===== config.mk =====
export PLATFORM = sky130hd
export DESIGN_NAME = pma_checker_top
export DESIGN_NICKNAME = d
export VERILOG_FILES = /design/src/rtl/pma_pkg.sv /design/src/rtl/pma_attr_regs.sv /design/src/rtl/pma_req_queue.sv /design/src/rtl/pma_lookup_stage.sv /design/src/rtl/pma_check_stage.sv /design/src/rtl/pma_checker_top.sv
export SDC_FILE = /design/constraint.sdc
export NUM_CORES = 1
export LEC_CHECK = 0
export BUFFER_PORTS_ARGS = -buffer_cell sky130_fd_sc_hd__buf_2
export CAP_MARGIN = 40
export CORE_MARGIN = 2
export CORE_UTILIZATION = 60
export DETAILED_ROUTE_END_ITERATION = 8
export PLACE_DENSITY = 0.78
export SYNTH_ARGS = -nofsm -noshare
export SYNTH_HDL_FRONTEND = slang
export SYNTH_SLANG_ARGS = --single-unit

===== constraint.sdc =====
create_clock -name CLK -period 3.2 [get_ports CLK]
set_input_delay 0.48 -clock CLK [delete_from_list [all_inputs] [get_ports CLK]]
set_output_delay 0.48 -clock CLK [all_outputs]
set_load 0.03 [all_outputs]

===== src/rtl/pma_pkg.sv =====
//##########################################################################
// PMA checker types: region attributes, requests, responses, reset values
//##########################################################################
`default_nettype none

package pma_pkg;

  // Region count, one region per value of address bits 31:28
  localparam int N_REGIONS = 16;

  // Ordered so that a numeric compare means "wider than"
  typedef enum logic [1:0] {
    ACC_BYTE     = 2'd0,
    ACC_HALF     = 2'd1,
    ACC_WORD     = 2'd2,
    ACC_RESERVED = 2'd3
  } acc_width_t;

  // Reservation support codes
  typedef enum logic [1:0] {
    RSRV_NONE         = 2'd0,
    RSRV_NON_EVENTUAL = 2'd1,
    RSRV_EVENTUAL     = 2'd2,
    RSRV_RESERVED     = 2'd3
  } rsrv_t;

  // One 16-bit region configuration, MSB first
  typedef struct packed {
    logic [1:0] reserved;
    logic       w;
    logic       r;
    logic       x;
    acc_width_t acc_width;
    logic       idempotent;
    logic       cacheable;
    logic       coherent;
    rsrv_t      rsrv;
    // AMO class, stored only
    logic [2:0] amo;
    logic       is_memory;
  } pma_cfg_t;

  // Low half applies when address bit 27 is clear
  typedef struct packed {
    pma_cfg_t cfg_1;
    pma_cfg_t cfg_0;
  } pma_pair_t;

  // CSR view is the raw word, lookup view is the two halves
  typedef union packed {
    logic [31:0] raw;
    pma_pair_t   half;
  } pma_reg_u;

  // Reset configurations
  localparam pma_cfg_t RAM_CFG = '{
    reserved: 2'b00, w: 1'b1, r: 1'b1, x: 1'b1, acc_width: ACC_WORD,
    idempotent: 1'b1, cacheable: 1'b1, coherent: 1'b1,
    rsrv: RSRV_EVENTUAL, amo: 3'd0, is_memory: 1'b1
  };
  localparam pma_cfg_t IO_CFG = '{
    reserved: 2'b00, w: 1'b1, r: 1'b1, x: 1'b1, acc_width: ACC_WORD,
    idempotent: 1'b0, cacheable: 1'b0, coherent: 1'b1,
    rsrv: RSRV_EVENTUAL, amo: 3'd0, is_memory: 1'b0
  };

  typedef enum logic [1:0] {
    KIND_LOAD  = 2'd0,
    KIND_STORE = 2'd1,
    KIND_FETCH = 2'd2
  } access_kind_t;

  typedef enum logic [1:0] {
    FAULT_NONE  = 2'd0,
    FAULT_LOAD  = 2'd1,
    FAULT_STORE = 2'd2,
    FAULT_FETCH = 2'd3
  } fault_t;

  // Memory access request, 40 bits
  typedef struct packed {
    logic [31:0]  addr;
    access_kind_t kind;
    acc_width_t   width;
    logic [3:0]   tag;
  } pma_req_t;

  // Request with its selected configuration, 56 bits
  typedef struct packed {
    pma_req_t req;
    pma_cfg_t cfg;
  } pma_lookup_t;

  typedef struct packed {
    logic [3:0] tag;
    fault_t     fault;
  } pma_resp_t;

endpackage

`default_nettype wire


===== src/rtl/pma_attr_regs.sv =====
//##########################################################################
// PMA region attribute file with CSR access, WARL legalization, lookup port
//##########################################################################
`timescale 1ns/1ns
`default_nettype none

module pma_attr_regs
  import pma_pkg::*;
(
  input  wire logic        CLK,
  input  wire logic        nRST,
  // CSR port
  input  wire logic [11:0] csr_addr_i,
  input  wire logic        csr_wen_i,
  input  wire pma_reg_u    csr_wdata_i,
  output pma_reg_u         csr_rdata_o,
  output logic             csr_ack_o,
  // Lookup read port
  input  wire logic [3:0]  region_i,
  output pma_reg_u         region_attr_o
);

  pma_reg_u   regs [N_REGIONS];
  pma_reg_u   wr_word;
  pma_reg_u   legal_word;
  logic       rw_hit;
  logic       ro_hit;
  logic       wr_en;

  // WARL rule for one half
  function automatic pma_cfg_t legalize(input pma_cfg_t cfg);
    pma_cfg_t fixed;
    fixed = cfg;
    // Reserved reservation code reads back as none
    if (cfg.rsrv == RSRV_RESERVED) begin
      fixed.rsrv = RSRV_NONE;
    end
    // Reserved width reads back as word
    if (cfg.acc_width == ACC_RESERVED) begin
      fixed.acc_width = ACC_WORD;
    end
    return fixed;
  endfunction

  // Window decode on the upper address byte
  assign rw_hit    = (csr_addr_i[11:4] == 8'hBC);
  assign ro_hit    = (csr_addr_i[11:4] == 8'hCC);
  assign csr_ack_o = rw_hit | ro_hit;

  // Only the read-write window accepts writes
  assign wr_en = csr_wen_i & rw_hit;

  // Write data comes in as a raw word, then each half is fixed up
  always_comb begin
    wr_word.raw           = csr_wdata_i.raw;
    legal_word.half.cfg_0 = legalize(wr_word.half.cfg_0);
    legal_word.half.cfg_1 = legalize(wr_word.half.cfg_1);
  end

  // Both windows read the same register
  assign csr_rdata_o = regs[csr_addr_i[3:0]];

  // Lookup side, combinational
  assign region_attr_o = regs[region_i];

  always_ff @(posedge CLK, negedge nRST) begin
    if (!nRST) begin
      // Lower half of the map is RAM, upper half is IO
      for (int i = 0; i < N_REGIONS; i++) begin
        if (i < N_REGIONS / 2) begin
          regs[i].half.cfg_0 <= RAM_CFG;
          regs[i].half.cfg_1 <= RAM_CFG;
        end else begin
          regs[i].half.cfg_0 <= IO_CFG;
          regs[i].half.cfg_1 <= IO_CFG;
        end
      end
    end else if (wr_en) begin
      regs[csr_addr_i[3:0]] <= legal_word;
    end
  end

endmodule

`default_nettype wire


===== src/rtl/pma_req_queue.sv =====
//##########################################################################
// Credited request FIFO, returns one upstream credit per popped entry
//##########################################################################
`timescale 1ns/1ns
`default_nettype none

module pma_req_queue
  import pma_pkg::*;
#(
  parameter int QUEUE_DEPTH = 4
) (
  input  wire logic     CLK,
  input  wire logic     nRST,
  input  wire logic     req_valid_i,
  input  wire pma_req_t req_i,
  input  wire logic     pop_i,
  output logic          q_valid_o,
  output pma_req_t      q_req_o,
  output logic          req_credit_o
);

  localparam int PTR_W = $clog2(QUEUE_DEPTH);
  localparam int CNT_W = $clog2(QUEUE_DEPTH + 1);

  pma_req_t           mem [QUEUE_DEPTH];
  logic [PTR_W-1:0]   wr_ptr;
  logic [PTR_W-1:0]   rd_ptr;
  logic [CNT_W-1:0]   count;
  logic               do_pop;

  // Pointer wrap for depths that are not a power of two
  function automatic logic [PTR_W-1:0] ptr_next(input logic [PTR_W-1:0] ptr);
    return (ptr == PTR_W'(QUEUE_DEPTH - 1)) ? '0 : ptr + 1'b1;
  endfunction

  assign q_valid_o = (count != '0);
  assign q_req_o   = mem[rd_ptr];
  // Ignore a pop on an empty queue
  assign do_pop    = pop_i & q_valid_o;

  // Storage, no reset; upstream credits guarantee a free slot
  always_ff @(posedge CLK) begin
    if (req_valid_i) begin
      mem[wr_ptr] <= req_i;
    end
  end

  always_ff @(posedge CLK, negedge nRST) begin
    if (!nRST) begin
      wr_ptr       <= '0;
      rd_ptr       <= '0;
      count        <= '0;
      req_credit_o <= 1'b0;
    end else begin
      if (req_valid_i) begin
        wr_ptr <= ptr_next(wr_ptr);
      end
      if (do_pop) begin
        rd_ptr <= ptr_next(rd_ptr);
      end
      // Simultaneous push and pop leave the count alone
      if (req_valid_i && !do_pop) begin
        count <= count + 1'b1;
      end else if (!req_valid_i && do_pop) begin
        count <= count - 1'b1;
      end
      // Slot freed, hand one credit back
      req_credit_o <= do_pop;
    end
  end

endmodule

`default_nettype wire


===== src/rtl/pma_lookup_stage.sv =====
//##########################################################################
// Region lookup stage, selects the region half and registers its config
//##########################################################################
`timescale 1ns/1ns
`default_nettype none

module pma_lookup_stage
  import pma_pkg::*;
(
  input  wire logic     CLK,
  input  wire logic     nRST,
  // From the queue head
  input  wire logic     q_valid_i,
  input  wire pma_req_t q_req_i,
  output logic          pop_o,
  // Attribute table port
  output logic [3:0]    region_o,
  input  wire pma_reg_u region_attr_i,
  // Towards the check stage
  input  wire logic     stall_i,
  output logic          lk_valid_o,
  output pma_lookup_t   lk_data_o
);

  pma_cfg_t sel_cfg;
  logic     advance;

  // Region from the top nibble of the head address
  assign region_o = q_req_i.addr[31:28];

  // Bit 27 picks the half
  assign sel_cfg = q_req_i.addr[27] ? region_attr_i.half.cfg_1
                                    : region_attr_i.half.cfg_0;

  // Load when empty or when the check stage takes the current item
  assign advance = q_valid_i & (!lk_valid_o | !stall_i);
  assign pop_o   = advance;

  always_ff @(posedge CLK, negedge nRST) begin
    if (!nRST) begin
      lk_valid_o <= 1'b0;
    end else if (advance) begin
      lk_valid_o <= 1'b1;
    end else if (!stall_i) begin
      // Item handed on, nothing new behind it
      lk_valid_o <= 1'b0;
    end
  end

  // Payload, no reset
  always_ff @(posedge CLK) begin
    if (advance) begin
      lk_data_o.req <= q_req_i;
      lk_data_o.cfg <= sel_cfg;
    end
  end

endmodule

`default_nettype wire


===== src/rtl/pma_check_stage.sv =====
//##########################################################################
// Fault check stage with output register and downstream credit counter
//##########################################################################
`timescale 1ns/1ns
`default_nettype none

module pma_check_stage
  import pma_pkg::*;
#(
  parameter int OUT_CREDITS = 2
) (
  input  wire logic        CLK,
  input  wire logic        nRST,
  input  wire logic        lk_valid_i,
  input  wire pma_lookup_t lk_data_i,
  output logic             stall_o,
  input  wire logic        resp_credit_i,
  output logic             resp_valid_o,
  output pma_resp_t        resp_o
);

  localparam int CRD_W = $clog2(OUT_CREDITS + 1);

  logic [CRD_W-1:0] credit_cnt;
  logic             pend_valid;
  pma_resp_t        pend_resp;
  fault_t           fault;
  logic             too_wide;
  logic             take;
  logic             send;

  // Width check is shared by all three kinds
  assign too_wide = (lk_data_i.req.width > lk_data_i.cfg.acc_width);

  always_comb begin
    fault = FAULT_NONE;
    case (lk_data_i.req.kind)
      KIND_LOAD: begin
        if (!lk_data_i.cfg.r || too_wide) fault = FAULT_LOAD;
      end
      KIND_STORE: begin
        if (!lk_data_i.cfg.w || too_wide) fault = FAULT_STORE;
      end
      KIND_FETCH: begin
        if (!lk_data_i.cfg.x || too_wide) fault = FAULT_FETCH;
      end
      default: fault = FAULT_NONE;
    endcase
  end

  // Send needs a pending result and a credit
  assign send         = pend_valid & (credit_cnt != '0);
  assign resp_valid_o = send;
  assign resp_o       = pend_resp;

  // Output slot is free if empty or leaving this cycle
  assign stall_o = pend_valid & !send;
  assign take    = lk_valid_i & !stall_o;

  always_ff @(posedge CLK, negedge nRST) begin
    if (!nRST) begin
      pend_valid <= 1'b0;
      credit_cnt <= CRD_W'(OUT_CREDITS);
    end else begin
      if (take) begin
        pend_valid <= 1'b1;
      end else if (send) begin
        pend_valid <= 1'b0;
      end
      // Return and spend in one cycle cancel out
      if (send && !resp_credit_i) begin
        credit_cnt <= credit_cnt - 1'b1;
      end else if (!send && resp_credit_i) begin
        credit_cnt <= credit_cnt + 1'b1;
      end
    end
  end

  // Result payload
  always_ff @(posedge CLK) begin
    if (take) begin
      pend_resp.tag   <= lk_data_i.req.tag;
      pend_resp.fault <= fault;
    end
  end

endmodule

`default_nettype wire


===== src/rtl/pma_checker_top.sv =====
//##########################################################################
// PMA checker top: attribute table, request queue, lookup and check stages
//##########################################################################
`timescale 1ns/1ns
`default_nettype none

module pma_checker_top
  import pma_pkg::*;
#(
  parameter int QUEUE_DEPTH = 4,
  parameter int OUT_CREDITS = 2
) (
  input  wire logic        CLK,
  input  wire logic        nRST,
  // Requests, credited upstream
  input  wire logic        req_valid_i,
  input  wire pma_req_t    req_i,
  output logic             req_credit_o,
  // Responses, credited downstream
  output logic             resp_valid_o,
  output pma_resp_t        resp_o,
  input  wire logic        resp_credit_i,
  // CSR port
  input  wire logic [11:0] csr_addr_i,
  input  wire logic        csr_wen_i,
  input  wire pma_reg_u    csr_wdata_i,
  output pma_reg_u         csr_rdata_o,
  output logic             csr_ack_o
);

  logic        q_valid;
  pma_req_t    q_req;
  logic        q_pop;
  logic [3:0]  region_idx;
  pma_reg_u    region_attr;
  logic        lk_valid;
  pma_lookup_t lk_data;
  logic        chk_stall;

  pma_attr_regs u_attr_regs (
    .CLK(CLK), .nRST(nRST),
    .csr_addr_i(csr_addr_i), .csr_wen_i(csr_wen_i), .csr_wdata_i(csr_wdata_i),
    .csr_rdata_o(csr_rdata_o), .csr_ack_o(csr_ack_o),
    .region_i(region_idx), .region_attr_o(region_attr)
  );

  pma_req_queue #(.QUEUE_DEPTH(QUEUE_DEPTH)) u_req_queue (
    .CLK(CLK), .nRST(nRST),
    .req_valid_i(req_valid_i), .req_i(req_i), .pop_i(q_pop),
    .q_valid_o(q_valid), .q_req_o(q_req), .req_credit_o(req_credit_o)
  );

  pma_lookup_stage u_lookup (
    .CLK(CLK), .nRST(nRST),
    .q_valid_i(q_valid), .q_req_i(q_req), .pop_o(q_pop),
    .region_o(region_idx), .region_attr_i(region_attr),
    .stall_i(chk_stall), .lk_valid_o(lk_valid), .lk_data_o(lk_data)
  );

  pma_check_stage #(.OUT_CREDITS(OUT_CREDITS)) u_check (
    .CLK(CLK), .nRST(nRST),
    .lk_valid_i(lk_valid), .lk_data_i(lk_data), .stall_o(chk_stall),
    .resp_credit_i(resp_credit_i), .resp_valid_o(resp_valid_o), .resp_o(resp_o)
  );

endmodule

`default_nettype wire


* Yosys cells after proc, flatten, opt, wreduce, memory -nomap -nowiden
Memory sizes are Yosys's and may differ from the RTL's.
Index checks and enable logic that the tools add are counted.
** Cells by class
- Add/subtract/negate cells :: 6
- $lt $le $gt $ge :: 4
- Eq/ne operators :: 11
- Multiplexer cells :: 30
- Bitwise gates (word level) :: 10
- Reduce and logical (&&, ||, !) cells :: 23
** Operators by type and width (number)
- bitwise mux 512 bit :: 1
- binary-select mux 32 bit (select 4 bit) :: 2
- demux 32 bit (select 4 bit) :: 1
- two-way mux 32 bit :: 3
- two-way mux 30 bit :: 2
- two-way mux 2 bit :: 10
- equality test 8 bit (second input constant) :: 2
- equality test 2 bit (second input constant) :: 7
- two-way mux 14 bit :: 1
- >= comparator 5 bit (second input constant) :: 2
- NOT 4 -> 5 bit :: 2
- zero test 1 bit :: 9
- nonzero test 2 bit :: 4
- two-way mux 1 bit :: 7
- adder 2 x 1 -> 2 bit (second input constant) :: 3
- bitwise AND 1 bit :: 6
- two-way mux 3 bit :: 2
- one-hot mux 2 bit (3 select lines) :: 1
- logical AND 1 bit :: 5
- less-than comparator 5 x 1 -> 1 bit (second input constant) :: 1
- adder 3 x 1 -> 3 bit (second input constant) :: 1
- logical OR 1 bit :: 3
- nonzero test 3 bit :: 1
- subtractor 3 x 1 -> 3 bit (second input constant) :: 1
- other kinds (6) :: 7
** Word-level totals
- Flip-flop bits (word level) :: 543
- RAM bits :: 160
- Input port bits :: 89
- Output and inout port bits :: 41
- Word-level logic and storage cells :: 117
- Memories kept :: 1
** Memory list
- u_req_queue.mem :: depth 4, bits a word 40, rd ports 1, clocked after memory_dff 0, wr ports 1, line pma_req_queue.sv:25 : pma_req_t mem [QUEUE_DEPTH];

* Logic depth before layout (Yosys ltp)
- Depth after elaboration :: 11
- Gate-level depth with buffers :: 9
- Gate-level depth less buffers :: 9

* Modules after synthesis
Synthesis repeated with hierarchy kept, for this count alone.
** Second synthesis, totals
- Cells, all modules :: 2065
- Area, all modules :: 36044.6 µm²
** By module, submodules not included
- pma_attr_regs :: times used 1, cells an instance 1701, area an instance 27335.0 µm², sequential area each 13112.6 µm²
- pma_req_queue :: times used 1, cells an instance 248, area an instance 6274.8 µm², sequential area each 5004.8 µm²
- pma_lookup_stage :: times used 1, cells an instance 81, area an instance 2000.7 µm², sequential area each 1706.6 µm²
- pma_check_stage :: times used 1, cells an instance 35, area an instance 434.2 µm², sequential area each 256.5 µm²

* Worst setup path before layout
No wires, ideal clock.
- Path kind :: input -> output
- Start :: input port csr_addr_i[0]
- End :: output port csr_rdata_o[25] (netlist bit)
- Arrival :: 2.278 ns
- Data required time :: 2.720 ns
- Path slack :: 0.442 ns
- Stages :: 4
- Path buffers :: 2
- Cell sequence :: clkbuf_1 -> clkbuf_1 -> mux4_2 -> mux4_2
** RTL lines
- start: declaration :: line pma_checker_top.sv:24 : input wire logic [11:0] csr_addr_i,
- end: declaration :: line pma_checker_top.sv:27 : output pma_reg_u csr_rdata_o,

==> key figures <==
Timing
  – Transition time of the tightest slew-check pin: 0.7249 ns
  – Post-Route Skew: 0.01296 ns
  – Achievable clock frequency: 0.3496 GHz
  – Final total negative setup slack: 0 ns
  – Relative slew slack: 0.5167
  – Fraction of the cycle the final worst path needs: 0.8939
  – Final Hold Fails: 0
  – Finish-stage setup viols: 0
  – Final count of pins violating max slew: 0
  – Minimum clock period: 2.861 ns
  – RSZ-0062 raised after global routing: false

Logic synthesis
  – Post-synth top flop: sky130_fd_sc_hd__dfrtp_1
  – Number of warnings reported in the yosys synthesis log: 0
  – FFs w/ async S/R, synth: 0.8807
  – Synthesized area per cell: 13.37 sq um
  – Number of enable-type register cells in the synthesized netlist: 71
  – Synthesized area: 0.02770 sq mm
  – Synth Net Count: 2171
  – Netlist cell types: 45
  – Flops & latches, synth: 595
  – Sequential area share after synthesis: 0.5612
  – Number of instances in the synthesized netlist: 2072

Clock tree
  – Setup repair bufs after CTS: 0
  – Number of CTS-inserted buffers: 58
  – Number of gates resized after cts: 0
  – Clock root buffer: sky130_fd_sc_hd__clkbuf_16
  – Maximum count of clock buffers along a single path: 3
  – Post-CTS clock slew at the launch and capture registers of the worst setup and hold paths: 0.06 ns
  – Number of buffers added to fix hold violations after cts: 1
  – TritonCTS clock tree: done
  – Number of clock sinks seen by CTS: 595
  – Clock Latency Late Sink: 0.62 ns
  – Number of H-tree branching levels: 2

Placement
  – IO Port Bufs: 102
  – HPWL reported at the end of detailed placement: 41960 um
  – Routability congestion estimate from global placement: 0.8314
  – Instance area at placement: 0.02921 sq mm

Final layout
  – Number of fill cells: 3033
  – Area taken by flip-flops and latches: 0.01555 sq mm
  – Final nets: 2244
  – Cell area after layout: 0.03127 sq mm
  – Area growth syn-to-layout: 12.89%
  – Share of final-layout standard cells stronger than drive strength 1: 0.4615
  – Area of combinational cells with multiple inputs: 0.01144 sq mm

Floorplan
  – Initial core utilization: 0.6091
  – Io pins: 130
  – Number of rows created at floorplan: 78
  – Area of the core region: 0.04548 sq mm
  – Die boundary width: 218.9 um
  – Height of the die: 218.9 um
  – Die area: 0.04790 sq mm

Critical path
  – Capturing element type of the critical path: primary output
  – Type of element launching the critical path: input port
  – Worst Path Class, Setup: input port to primary output
  – Data required, critical path: 2.72 ns
  – Data arrival at the endpoint of the critical path: 2.38 ns
  – Highest net fanout along the worst path: 26

Drt
  – Mean number of vias per cell: 6.427
  – DRC errors left: 0
  – Antenna viol nets, final: 0
  – Number of violations reported at the end of detailed-routing iteration 0: 1743
  – Via count: 17984
  – Number of detailed-routing iterations run before antenna repair: 5
  – Routed wire per std cell: 25.27 um
  – Total wire length: 70690 um

Global routing
  – Number of antenna violations at the first check in global routing: 2
  – Vias in the first global route: 18923
  – Wire length of the first global-routing pass: 109600 um
  – Overall Global Routing Usage: 0.3045
  – Maximum number of pins on one net before global-route repair: 87
  – Overflow after GRT: 0

Power and ir drop
  – Reported leakage power: 13.88 nW
  – Power per unit of standard cell area: 610.4 mW/mm^2
  – Peak supply drop: 0.0004800 V

Hold path
  – Class of the most critical hold timing path: input port to flop

Flow run
  – Number of max-capacitance violations reported: 0

Outcome
  – Outcome: finished clean
[worst paths after layout]
path                       cells after the start  slack (ns)                              start                                end
setup / recovery                               5        0.34                      csr_addr_i[0]                    csr_rdata_o[13]
hold / removal                                 1        0.08                           req_i[2]    u_req_queue.mem[1][2]$_DFFE_PP_
setup reg to reg                               7        0.40  u_req_queue.rd_ptr[0]$_DFFE_PN0P_   u_lookup.lk_data_o[12]$_DFFE_PP_
hold reg to reg                                0        0.43   u_lookup.lk_data_o[17]$_DFFE_PP_        u_check.resp_o[3]$_DFFE_PP_
max in group asynchronous                      3        1.77                               nRST  u_attr_regs.regs[477]$_DFFE_PN1P_
min in group asynchronous                      2        0.45                               nRST  u_attr_regs.regs[116]$_DFFE_PN0P_
[synth_stat cells (all sizes together), types with 12 or more instances]
library cell	number	area [sq um]
a22oi	20	150.1
buf	71	389.1
clkbuf	97	364.1
dfrtp	283	7082
dfstp	241	6332
edfxtp	71	2132
mux2	317	3570
mux2i	42	420.4
mux4	173	3900
nand2	511	1918
nand3	48	240.2
nand4	12	75.07
o21ai	100	500.5
[power by group]
part | leakage [nW] | internal, W | total (W) | switching [W]
registers | 7.08 | 0.00815 | 0.00834 | 0.000190
logic | 5.81 | 0.00132 | 0.00351 | 0.00219
clock network | 0.988 | 0.00435 | 0.00723 | 0.00289
[placed cells by master, fill, tap and decap left out, drive strengths merged, types with 6 or more instances in the layout]
master  Yosys  routed
o21ai     100     100
dfstp     241     241
nor2       11      11
edfxtp     71      71
mux2i      42      42
nor2b       8       8
buf        71     179
a22oi      20      20
nand4      12      12
inv         7       7
dfrtp     283     283
nand3      48      48
and2        6       6
nand2     511     511
mux4      173     173
clkbuf     97      90
nand2b     10      10
bufinv      0       7
ha          9       9
clkinv      0      10
mux2      317     317
[per-stage QoR]
stage               setup slack (ns)  cells  hold WS [ns]  utilization  power [W]
floorplan                     0.4417   2072        0.1844            -    0.01080
global placement              0.2648   2681        0.4046       0.6417    0.01175
detailed placement            0.3227   2684        0.4123       0.6423    0.01191
CTS                           0.3112   2795       0.05696       0.6874    0.01915
global route                  0.2756   2796       0.06698       0.6875    0.01977
finish                        0.3394   2798       0.08348       0.6876    0.01909
[cell families after synthesis]
logic type	synth area share
fa+ha+maj	0.004788
mux	0.2848
xor+xnor	0.001897
compound gates	0.02787
flops	0.5612
buf+inv	0.02814
simple gates	0.09124
[critical path, stage by stage]
cell and delay [ns]:
sky130_fd_sc_hd__clkbuf_8 0.31, sky130_fd_sc_hd__buf_12 0.29, sky130_fd_sc_hd__mux4_2 0.55, sky130_fd_sc_hd__mux4_2 0.52, sky130_fd_sc_hd__buf_2 0.20
[area by class of cell]
| type | count | share of cell area |
|---|---|---|
| Sequential cell | 595 | 0.4972 |
| Multi-Input combinational cell | 1302 | 0.3660 |
| Clock buffer | 89 | 0.05642 |
| Timing Repair Buffer | 181 | 0.04649 |
| Tap cell | 600 | 0.02401 |
| Clock inverter | 21 | 0.008843 |
| Inverter | 7 | 0.0008403 |
| Antenna cell | 3 | 0.0002401 |
[layer usage]
metal	global-route usage	share of wire	routed length (um)
met5	0	0.00018	13
met4	0.1266	0.035	2503
met3	0.05295	0.075	5311
met2	0.4946	0.49	34390
met1	0.4114	0.40	28470
[sequential cells by signal, indices dropped and copies added, names as in the netlist]
signal                    count
u_attr_regs.regs            512
u_req_queue.mem              52
u_lookup.lk_data_o           13
u_check.resp_o                6
u_req_queue.count             3
u_check.credit_cnt            2
u_req_queue.rd_ptr            2
u_req_queue.wr_ptr            2
u_check.pend_valid            1
u_lookup.lk_valid_o           1
u_req_queue.req_credit_o      1
Note: power is estimated with default switching activity, not from simulation.
